`src/verilog/isa_pkg.sv`:
```
/*
 * isa_pkg: instruction word layouts and opcode / function codes of the
 * Alpha-style integer subset handled by the execute slice
 */
`default_nettype none

package isa_pkg;

	// one instruction word, seen as operate or memory/branch format
	// in operate register form rb sits in lit[7:3], the same bits as mem_fmt.rb
	typedef union packed {
		struct packed {
			logic [5:0] opcode;
			logic [4:0] ra;
			logic [7:0] lit;      // zero-extended literal when lit_flag set
			logic       lit_flag;
			logic [6:0] func;
			logic [4:0] rc;       // destination
		} op_fmt;
		struct packed {
			logic [5:0]  opcode;
			logic [4:0]  ra;
			logic [4:0]  rb;
			logic [15:0] disp;    // signed byte displacement
		} mem_fmt;
		logic [31:0] bits;        // raw word, branch disp in [20:0], cond in [28:26]
	} inst_t;

	//////////////////////////////
	// opcodes
	localparam logic [5:0] OP_LDA  = 6'h08;
	localparam logic [5:0] OP_INTA = 6'h10; // add, sub, compares
	localparam logic [5:0] OP_INTL = 6'h11; // logicals
	localparam logic [5:0] OP_INTS = 6'h12; // shifts
	localparam logic [5:0] OP_INTM = 6'h13; // multiply
	localparam logic [5:0] OP_BR   = 6'h30;
	localparam logic [5:0] OP_BLBC = 6'h38;
	localparam logic [5:0] OP_BEQ  = 6'h39;
	localparam logic [5:0] OP_BLT  = 6'h3a;
	localparam logic [5:0] OP_BLE  = 6'h3b;
	localparam logic [5:0] OP_BLBS = 6'h3c;
	localparam logic [5:0] OP_BNE  = 6'h3d;
	localparam logic [5:0] OP_BGE  = 6'h3e;
	localparam logic [5:0] OP_BGT  = 6'h3f;

	//////////////////////////////
	// operate function codes, only unique within their group
	localparam logic [6:0] FN_ADDQ   = 7'h20;
	localparam logic [6:0] FN_SUBQ   = 7'h29;
	localparam logic [6:0] FN_CMPULT = 7'h1d;
	localparam logic [6:0] FN_CMPEQ  = 7'h2d;
	localparam logic [6:0] FN_CMPULE = 7'h3d;
	localparam logic [6:0] FN_CMPLT  = 7'h4d;
	localparam logic [6:0] FN_CMPLE  = 7'h6d;
	localparam logic [6:0] FN_AND    = 7'h00;
	localparam logic [6:0] FN_BIC    = 7'h08;
	localparam logic [6:0] FN_BIS    = 7'h20;
	localparam logic [6:0] FN_ORNOT  = 7'h28;
	localparam logic [6:0] FN_XOR    = 7'h40;
	localparam logic [6:0] FN_EQV    = 7'h48;
	localparam logic [6:0] FN_SRL    = 7'h34;
	localparam logic [6:0] FN_SLL    = 7'h39;
	localparam logic [6:0] FN_SRA    = 7'h3c;
	localparam logic [6:0] FN_MULQ   = 7'h20;

	localparam logic [4:0] ZERO_REG = 5'd31; // always reads zero

endpackage

`default_nettype wire

```
`src/verilog/ex_ctrl_pkg.sv`:
```
/*
 * ex_ctrl_pkg: control codes passed from decode to execute,
 * ALU function and operand mux selects
 */
`default_nettype none

package ex_ctrl_pkg;

	localparam int XLEN = 64; // data word width

	typedef enum logic [4:0] {
		ALU_ADDQ,
		ALU_SUBQ,
		ALU_AND,
		ALU_BIC,
		ALU_BIS,
		ALU_ORNOT,
		ALU_XOR,
		ALU_EQV,
		ALU_SRL,
		ALU_SLL,
		ALU_SRA,
		ALU_MULQ,
		ALU_CMPULT,
		ALU_CMPEQ,
		ALU_CMPULE,
		ALU_CMPLT,
		ALU_CMPLE
	} alu_func_e;

	// operand a source
	typedef enum logic [1:0] {
		OPA_IS_REGA,
		OPA_IS_MEM_DISP,
		OPA_IS_NPC,
		OPA_IS_NOT3
	} opa_sel_e;

	// operand b source, code 3 unused
	typedef enum logic [1:0] {
		OPB_IS_REGB,
		OPB_IS_ALU_IMM,
		OPB_IS_BR_DISP
	} opb_sel_e;

endpackage

`default_nettype wire

```
`src/verilog/id_stage.sv`:
```
/*
 * id_stage: decodes the instruction word, reads the register file and
 * holds the decode/execute register; unknown opcodes become bubbles
 */
`default_nettype none

module id_stage import isa_pkg::*, ex_ctrl_pkg::*; #(
	parameter int NUM_REGS = 32
) (
	input  wire logic                        clock,
	input  wire logic                        reset,
	input  wire logic                        if_valid,
	input  wire logic [31:0]                 if_ir,
	input  wire logic [XLEN-1:0]             if_npc,
	input  wire logic [XLEN-1:0]             rd_a,
	input  wire logic [XLEN-1:0]             rd_b,
	output logic      [$clog2(NUM_REGS)-1:0] rd_addr_a,
	output logic      [$clog2(NUM_REGS)-1:0] rd_addr_b,
	output logic      [XLEN-1:0]             id_ex_npc,
	output logic      [31:0]                 id_ex_ir,
	output logic      [XLEN-1:0]             id_ex_rega,
	output logic      [XLEN-1:0]             id_ex_regb,
	output opa_sel_e                         id_ex_opa_sel,
	output opb_sel_e                         id_ex_opb_sel,
	output alu_func_e                        id_ex_alu_func,
	output logic                             id_ex_cond_branch,
	output logic                             id_ex_uncond_branch,
	output logic      [$clog2(NUM_REGS)-1:0] id_ex_dest_reg,
	output logic                             id_ex_wr_en,
	output logic                             id_ex_valid,
	output logic                             id_illegal
);

	localparam int RW = $clog2(NUM_REGS);

	inst_t     inst;
	opa_sel_e  dec_opa_sel;
	opb_sel_e  dec_opb_sel;
	alu_func_e dec_func;
	logic      dec_cond, dec_uncond;
	logic      dec_wr;      // instruction writes a register
	logic      dec_illegal;
	logic [4:0] dec_dest;
	logic      load_ok;     // strobe with a legal opcode

	assign inst = if_ir;

	// register reads straight from the incoming word
	assign rd_addr_a = RW'(inst.op_fmt.ra);
	assign rd_addr_b = RW'(inst.mem_fmt.rb); // same bits as op_fmt.lit[7:3]

	//////////////////////////////
	// decode
	always_comb
	begin
		dec_opa_sel = OPA_IS_REGA;
		dec_opb_sel = OPB_IS_REGB;
		dec_func    = ALU_ADDQ;
		dec_cond    = 1'b0;
		dec_uncond  = 1'b0;
		dec_wr      = 1'b0;
		dec_illegal = 1'b0;
		dec_dest    = inst.op_fmt.rc;
		case (inst.op_fmt.opcode)
			OP_INTA, OP_INTL, OP_INTS, OP_INTM:
			begin
				dec_opb_sel = inst.op_fmt.lit_flag ? OPB_IS_ALU_IMM : OPB_IS_REGB;
				dec_wr      = 1'b1;
				case ({inst.op_fmt.opcode[1:0], inst.op_fmt.func}) // group + func
					{2'd0, FN_ADDQ}:   dec_func = ALU_ADDQ;
					{2'd0, FN_SUBQ}:   dec_func = ALU_SUBQ;
					{2'd0, FN_CMPULT}: dec_func = ALU_CMPULT;
					{2'd0, FN_CMPEQ}:  dec_func = ALU_CMPEQ;
					{2'd0, FN_CMPULE}: dec_func = ALU_CMPULE;
					{2'd0, FN_CMPLT}:  dec_func = ALU_CMPLT;
					{2'd0, FN_CMPLE}:  dec_func = ALU_CMPLE;
					{2'd1, FN_AND}:    dec_func = ALU_AND;
					{2'd1, FN_BIC}:    dec_func = ALU_BIC;
					{2'd1, FN_BIS}:    dec_func = ALU_BIS;
					{2'd1, FN_ORNOT}:  dec_func = ALU_ORNOT;
					{2'd1, FN_XOR}:    dec_func = ALU_XOR;
					{2'd1, FN_EQV}:    dec_func = ALU_EQV;
					{2'd2, FN_SRL}:    dec_func = ALU_SRL;
					{2'd2, FN_SLL}:    dec_func = ALU_SLL;
					{2'd2, FN_SRA}:    dec_func = ALU_SRA;
					{2'd3, FN_MULQ}:   dec_func = ALU_MULQ;
					default:           dec_illegal = 1'b1; // unknown func in group
				endcase
			end
			OP_LDA:
			begin
				dec_opa_sel = OPA_IS_MEM_DISP; // disp + rb
				dec_dest    = inst.mem_fmt.ra;
				dec_wr      = 1'b1;
			end
			OP_BR:
			begin
				dec_opa_sel = OPA_IS_NPC; // target = npc + disp*4
				dec_opb_sel = OPB_IS_BR_DISP;
				dec_uncond  = 1'b1;
			end
			OP_BLBC, OP_BEQ, OP_BLT, OP_BLE, OP_BLBS, OP_BNE, OP_BGE, OP_BGT:
			begin
				dec_opa_sel = OPA_IS_NPC;
				dec_opb_sel = OPB_IS_BR_DISP;
				dec_cond    = 1'b1; // condition tested on rega in ex
			end
			default: dec_illegal = 1'b1;
		endcase
	end

	assign load_ok = if_valid & ~dec_illegal;

	//////////////////////////////
	// decode/execute register, control part
	always_ff @(posedge clock)
	begin
		if (reset)
		begin
			id_ex_valid         <= 1'b0;
			id_ex_wr_en         <= 1'b0;
			id_ex_cond_branch   <= 1'b0;
			id_ex_uncond_branch <= 1'b0;
			id_illegal          <= 1'b0;
		end
		else
		begin
			id_ex_valid         <= load_ok; // bubble when no strobe
			id_ex_wr_en         <= load_ok & dec_wr & (dec_dest != ZERO_REG);
			id_ex_cond_branch   <= load_ok & dec_cond;
			id_ex_uncond_branch <= load_ok & dec_uncond;
			id_illegal          <= if_valid & dec_illegal; // one-cycle pulse
		end
	end

	// payload, only loaded on a strobe
	always_ff @(posedge clock)
	begin
		if (if_valid)
		begin
			id_ex_npc      <= if_npc;
			id_ex_ir       <= if_ir;
			id_ex_rega     <= rd_a;
			id_ex_regb     <= rd_b;
			id_ex_opa_sel  <= dec_opa_sel;
			id_ex_opb_sel  <= dec_opb_sel;
			id_ex_alu_func <= dec_func;
			id_ex_dest_reg <= RW'(dec_dest);
		end
	end

endmodule

`default_nettype wire

```
`config.mk`:
```
export PLATFORM = sky130hd
export DESIGN_NAME = id_stage
export DESIGN_NICKNAME = d
export VERILOG_FILES = /design/src/verilog/isa_pkg.sv /design/src/verilog/ex_ctrl_pkg.sv /design/src/verilog/id_stage.sv
export SDC_FILE = /design/constraint.sdc
export NUM_CORES = 1
export LEC_CHECK = 0
export BUFFER_PORTS_ARGS = -buffer_cell sky130_fd_sc_hd__clkbuf_2
export CORE_AREA = 2 2 185 187
export DETAILED_ROUTE_END_ITERATION = 16
export DIE_AREA = 0 0 187 189
export RECOVER_POWER = 25
export SETUP_SLACK_MARGIN = 0.1
export SYNTH_ARGS = -nofsm -noshare
export SYNTH_HDL_FRONTEND = slang
export SYNTH_SLANG_ARGS = --single-unit
```
`constraint.sdc`:
```
create_clock -name clock -period 3.22 [get_ports clock]
set_clock_uncertainty 0.05 [all_clocks]
set_input_delay 0.161 -clock clock [delete_from_list [all_inputs] [get_ports clock]]
set_output_delay 0.161 -clock clock [all_outputs]
set_load 0.03 [all_outputs]
```
* Word-level counts from Yosys, hierarchy flattened
Index checks and enable logic that the tools add are counted.
** Cells by class
- Mux-type cells :: 10
- Reductions and logical operators :: 6
- Equal/unequal tests :: 32
- Bitwise operators :: 7
** Operators with widths (number)
- one-hot mux 5 bit (16 select lines) :: 1
- equality test 6 bit, second input constant :: 9
- equality test 9 x 8 -> 1 bit, second input constant :: 6
- equality test 9 x 6 -> 1 bit, second input constant :: 4
- equality test 9 bit, second input constant :: 4
- equality test 6 x 5 -> 1 bit, second input constant :: 4
- equality test 9 x 7 -> 1 bit, second input constant :: 2
- OR reduction 17 bit :: 1
- OR reduction 10 bit :: 1
- equality test 9 x 5 -> 1 bit, second input constant :: 1
- OR reduction 9 bit :: 1
- one-hot mux 2 bit (2 select lines) :: 2
- OR reduction 8 bit :: 1
- bitwise AND 1 bit :: 6
- equality test 6 x 4 -> 1 bit, second input constant :: 1
- 2-to-1 mux 1 bit :: 5
- 2-to-1 mux 5 bit :: 1
- != test 5 bit, second input constant :: 1
- OR reduction 5 bit :: 1
- OR reduction 4 bit :: 1
- one-hot mux 1 bit (2 select lines) :: 1
- NOT 1 bit :: 1
** Word-level totals
- Output and inout bits :: 253
- Logic and storage cells :: 68
- Register bits :: 243
- Input bits :: 227

* Logic depth before layout (Yosys ltp)
- Depth in word-level cells :: 8
- Gate-level depth with buffers :: 6
- Gate-level depth less buffers :: 5

* Worst setup path after synthesis
OpenSTA, ideal clock, no wires.
- Path type :: input-to-reg
- From :: input if_ir[26]
- To :: register id_ex_alu_func[1], data pin
- Required time :: 3.000 ns
- Slack :: 1.560 ns
- Path buffers :: 1
- Data arrival time :: 1.440 ns
- Library setup time :: 0.170 ns
- Stages :: 6
- Cells stage by stage :: buf_4 > or4b_4 > nor2_2 > o2111ai_2 > a31o_4 > a311oi_2
** On the way
- Word-level cells in the longest chain between the ends :: 2
- Elaborated cells on any way between the ends :: 22
- Classes of those cells :: eq/ne: 20; mux: 1; reduce/logical: 1
** Ends and longest elaborated chain
- from (decl) :: RTL line id_stage.sv:13 : input wire logic [31:0] if_ir,
- equality test 9 bit (tied with other cells) :: RTL line id_stage.sv:69 : case ({inst.op_fmt.opcode[1:0], inst.op_fmt.func})
- one-hot mux 5 bit (16 select lines) / OR reduction 4 bit (equally long branches) :: RTL line id_stage.sv:69, id_stage.sv:64
- to (signal assigned) :: RTL line id_stage.sv:147 : id_ex_alu_func <= dec_func;
- to (decl) :: RTL line id_stage.sv:25 : output alu_func_e id_ex_alu_func,
Several ways; a longest one is shown, not always the timed one.
A chain may end at the register's enable or synchronous reset.

* Worst setup path in the final report
- From :: input if_ir[27]
- To :: register id_ex_alu_func[1], data pin
The elaborated chain is that of the path after synthesis.

==> results.toml <==
[die]
fp.dieH_um = 189
die_area_um2 = 35300
start_util_pct = 23.8
rows = 67
die_x_um = 187
coreArea_um2 = 33300
boundaryPins = 480

[power]
p_per_area_nw_per_um2 = 579
leakage_nw = 5.90
ir_worst_vdd_mv = 0.414
power.total_mw = 8.09

[synth]
yosysUniqueCellTypes = 42
synthArstFlopShare_pct = 0
ys_ff_latch = 242
postSynthCellCount = 347
synth_flop_cell = "edfxtp_1"
synth_xor_area_share_pct = 0.221
synthesis.area_um2 = 7920
synth_edf_count = 237
syn-num-nets = 574
yosys.area_share.simple_pct = 3.82
synthMuxAreaShare_pct = 0.711
synthesis.area_per_instance_um2 = 22.8
synth_fa_ha_area_share_pct = 0
ys_warn_count = 0
ys_seq_area_share_pct = 91.1
synth_compound_area_share_pct = 2.49
synth_top_family_by_area = "simple AND/OR/NAND/NOR gates"

[place]
hpwl_um = 17900
port_buffers = 479
gp_routability_congestion = 0.833

[cts]
htreeDepth = 1
cts-buffers-inserted = 27
cts_buffer_depth = 3
cts_root_buf = "clkbuf_16"
cts_sinks = 242
cts_tree = "built"
path_clk_slew_ps = 60
post_cts_resized = 0

[detailed_routing]
drc = 0
drt-initial-drc-count = 223
ant_nets = 0
via_per_inst = 3.98
drt_pass1_iterations = 4
vias = 6127
drt_wl_total_um = 25800
wl_per_cell_um = 16.8

[sta]
setup_viol = 0
tns_ps = 0
final_max_slew_viol_count = 0
min_period_ps = 1950
final_hold_viol_count = 0
max_slew_margin_pct = 46.7
fmax_mhz = 513
tightest_slew_ps = 799
fin_crit_sh_pct = 60.6
grt_setup_unrepaired = "no"

[grt]
grt_max_degree = 95
grt_pass1_vias = 6419
track_usage_pct = 13.9
antenna_found_initial = 4
overflow = 0
grt_pass1_wl_um = 37700

[worst_setup_path]
worstPathArrival_ps = 2260
cp_max_fo = 14
cp-end-kind = "flop"
startpoint_type = "input port"
worstSetupStartpoint = "if_ir[27]"
path_class = "in2reg"
crit_required_ps = 3530

[hold_path]
hold_start = "if_valid"
min_path_type = "in2reg"

[cells_and_area]
syn2layout_area_growth_pct = 76.2
nNetsFinal = 1296
reg.largest.list = "id_ex_npc (64), id_ex_rega (64), id_ex_regb (64)"
fillers = 3017
drive_above_1_share_pct = 48.2

[run_status]
status = "completed"

[flow_run]
drv_cap = 0
==> layer usage <==
metal / part of all wire, % / vias up / GRT usage (%)
li1: - / 2824 / -
met4: 3.0 / 2 / 5.13
met5: 0.031 / - / 0
met2: 50 / 311 / 23.9
met3: 8.6 / 54 / 4.73
met1: 39 / 2936 / 16.1
==> where the power goes <==
group          internal (mW)  switching (mW)  total (mW)
clock network           1.79            1.24        3.03
registers               3.73          0.0744        3.80
logic                  0.449           0.809        1.26
==> cell usage after synthesis, types with 2 or more instances <==
master	instances	share of area, %
nand2_1	7	0.33
nand2b_1	2	0.16
o21ai_0	4	0.25
clkbuf_1	2	0.095
nor2b_1	2	0.16
nor3b_2	2	0.32
dfxtp_1	5	1.3
nor4b_1	2	0.22
edfxtp_1	237	90
a32oi_1	2	0.22
xnor2_1	2	0.22
inv_1	6	0.28
mux2_2	5	0.71
nor2_1	10	0.47
nor3_1	4	0.25
a21oi_1	8	0.51
nand3_1	5	0.32
nand3b_1	3	0.28
buf_4	13	1.2
nand4_1	4	0.32
==> timing repair <==
item                       CTS  global route
hold endpoints to repair   234             0
setup endpoints to repair    0             0
buffers inserted             0             0
hold buffers               226             0
==> kinds of logic after synthesis <==
| kind of cell | count (synthesis) |
|---|---|
| AO/OA/AOI/OAI | 25 |
| XOR/XNOR | 2 |
| buffers and inverters | 22 |
| flip-flops | 242 |
| multiplexers | 5 |
| AND/OR/NAND/NOR | 51 |
==> cells in the final DEF (no fill, tap or decap), types with 2 or more instances in the layout <==
cell type	count
clkbuf_2	464
edfxtp_1	237
dlygate4sd3_1	226
clkbuf_16	27
clkbuf_1	20
nor2_1	10
a21oi_1	8
nand2_1	7
inv_1	6
clkinv_2	6
nand3_1	5
mux2_2	5
dfxtp_1	5
diode_2	4
nor3_1	4
nand4_1	4
o21ai_0	4
nand3b_1	3
clkinvlp_4	3
bufinv_16	3
nor4b_1	2
nand2b_1	2
xnor2_1	2
nor3b_2	2
nor2b_1	2
a32oi_1	2
clkinv_1	2
buf_4	2
buf_12	2
==> metrics by stage <==
stage	std cells	instance area, µm²	util [%]	hold WS (ps)	setup slack (ps)
floorplan	347	7920	-	189	1560
global placement	1262	10800	32.6	288	1310
global route	1540	14000	41.9	126	1170
CTS	1537	14000	42.0	127	1300
finish	1541	14000	41.9	99.9	1270
detailed placement	1262	10800	32.6	290	1290
==> worst max-delay path, cell delays in order <==
cell           delay [ps]
dlygate4sd3_1         530
clkbuf_2              240
nor4b_1               420
a22oi_2               100
o221a_2               310
a31o_4                260
a311oi_2              230
==> final timing paths <==
| kind | endpoint | slack (ps) | cells after the start |
|---|---|---|---|
| setup / recovery | id_ex_alu_func[1]$_SDFFCE_PP0P_ | 1270 | 7 |
| hold / removal | id_ex_ir[6]$_DFFE_PP_ | 100 | 1 |
==> layout make-up <==
cell class | count | area, µm² | share of cell area [%]
antenna | 4 | 10.0 | 0.0717
clock buffer | 33 | 698 | 5.00
clock inverter | 16 | 170 | 1.22
inverter | 6 | 22.5 | 0.161
multi-input combinational | 83 | 574 | 4.11
sequential | 242 | 7220 | 51.7
tap | 448 | 561 | 4.02
timing repair buffer | 709 | 4710 | 33.7
Power figures use the tool's default switching activity.
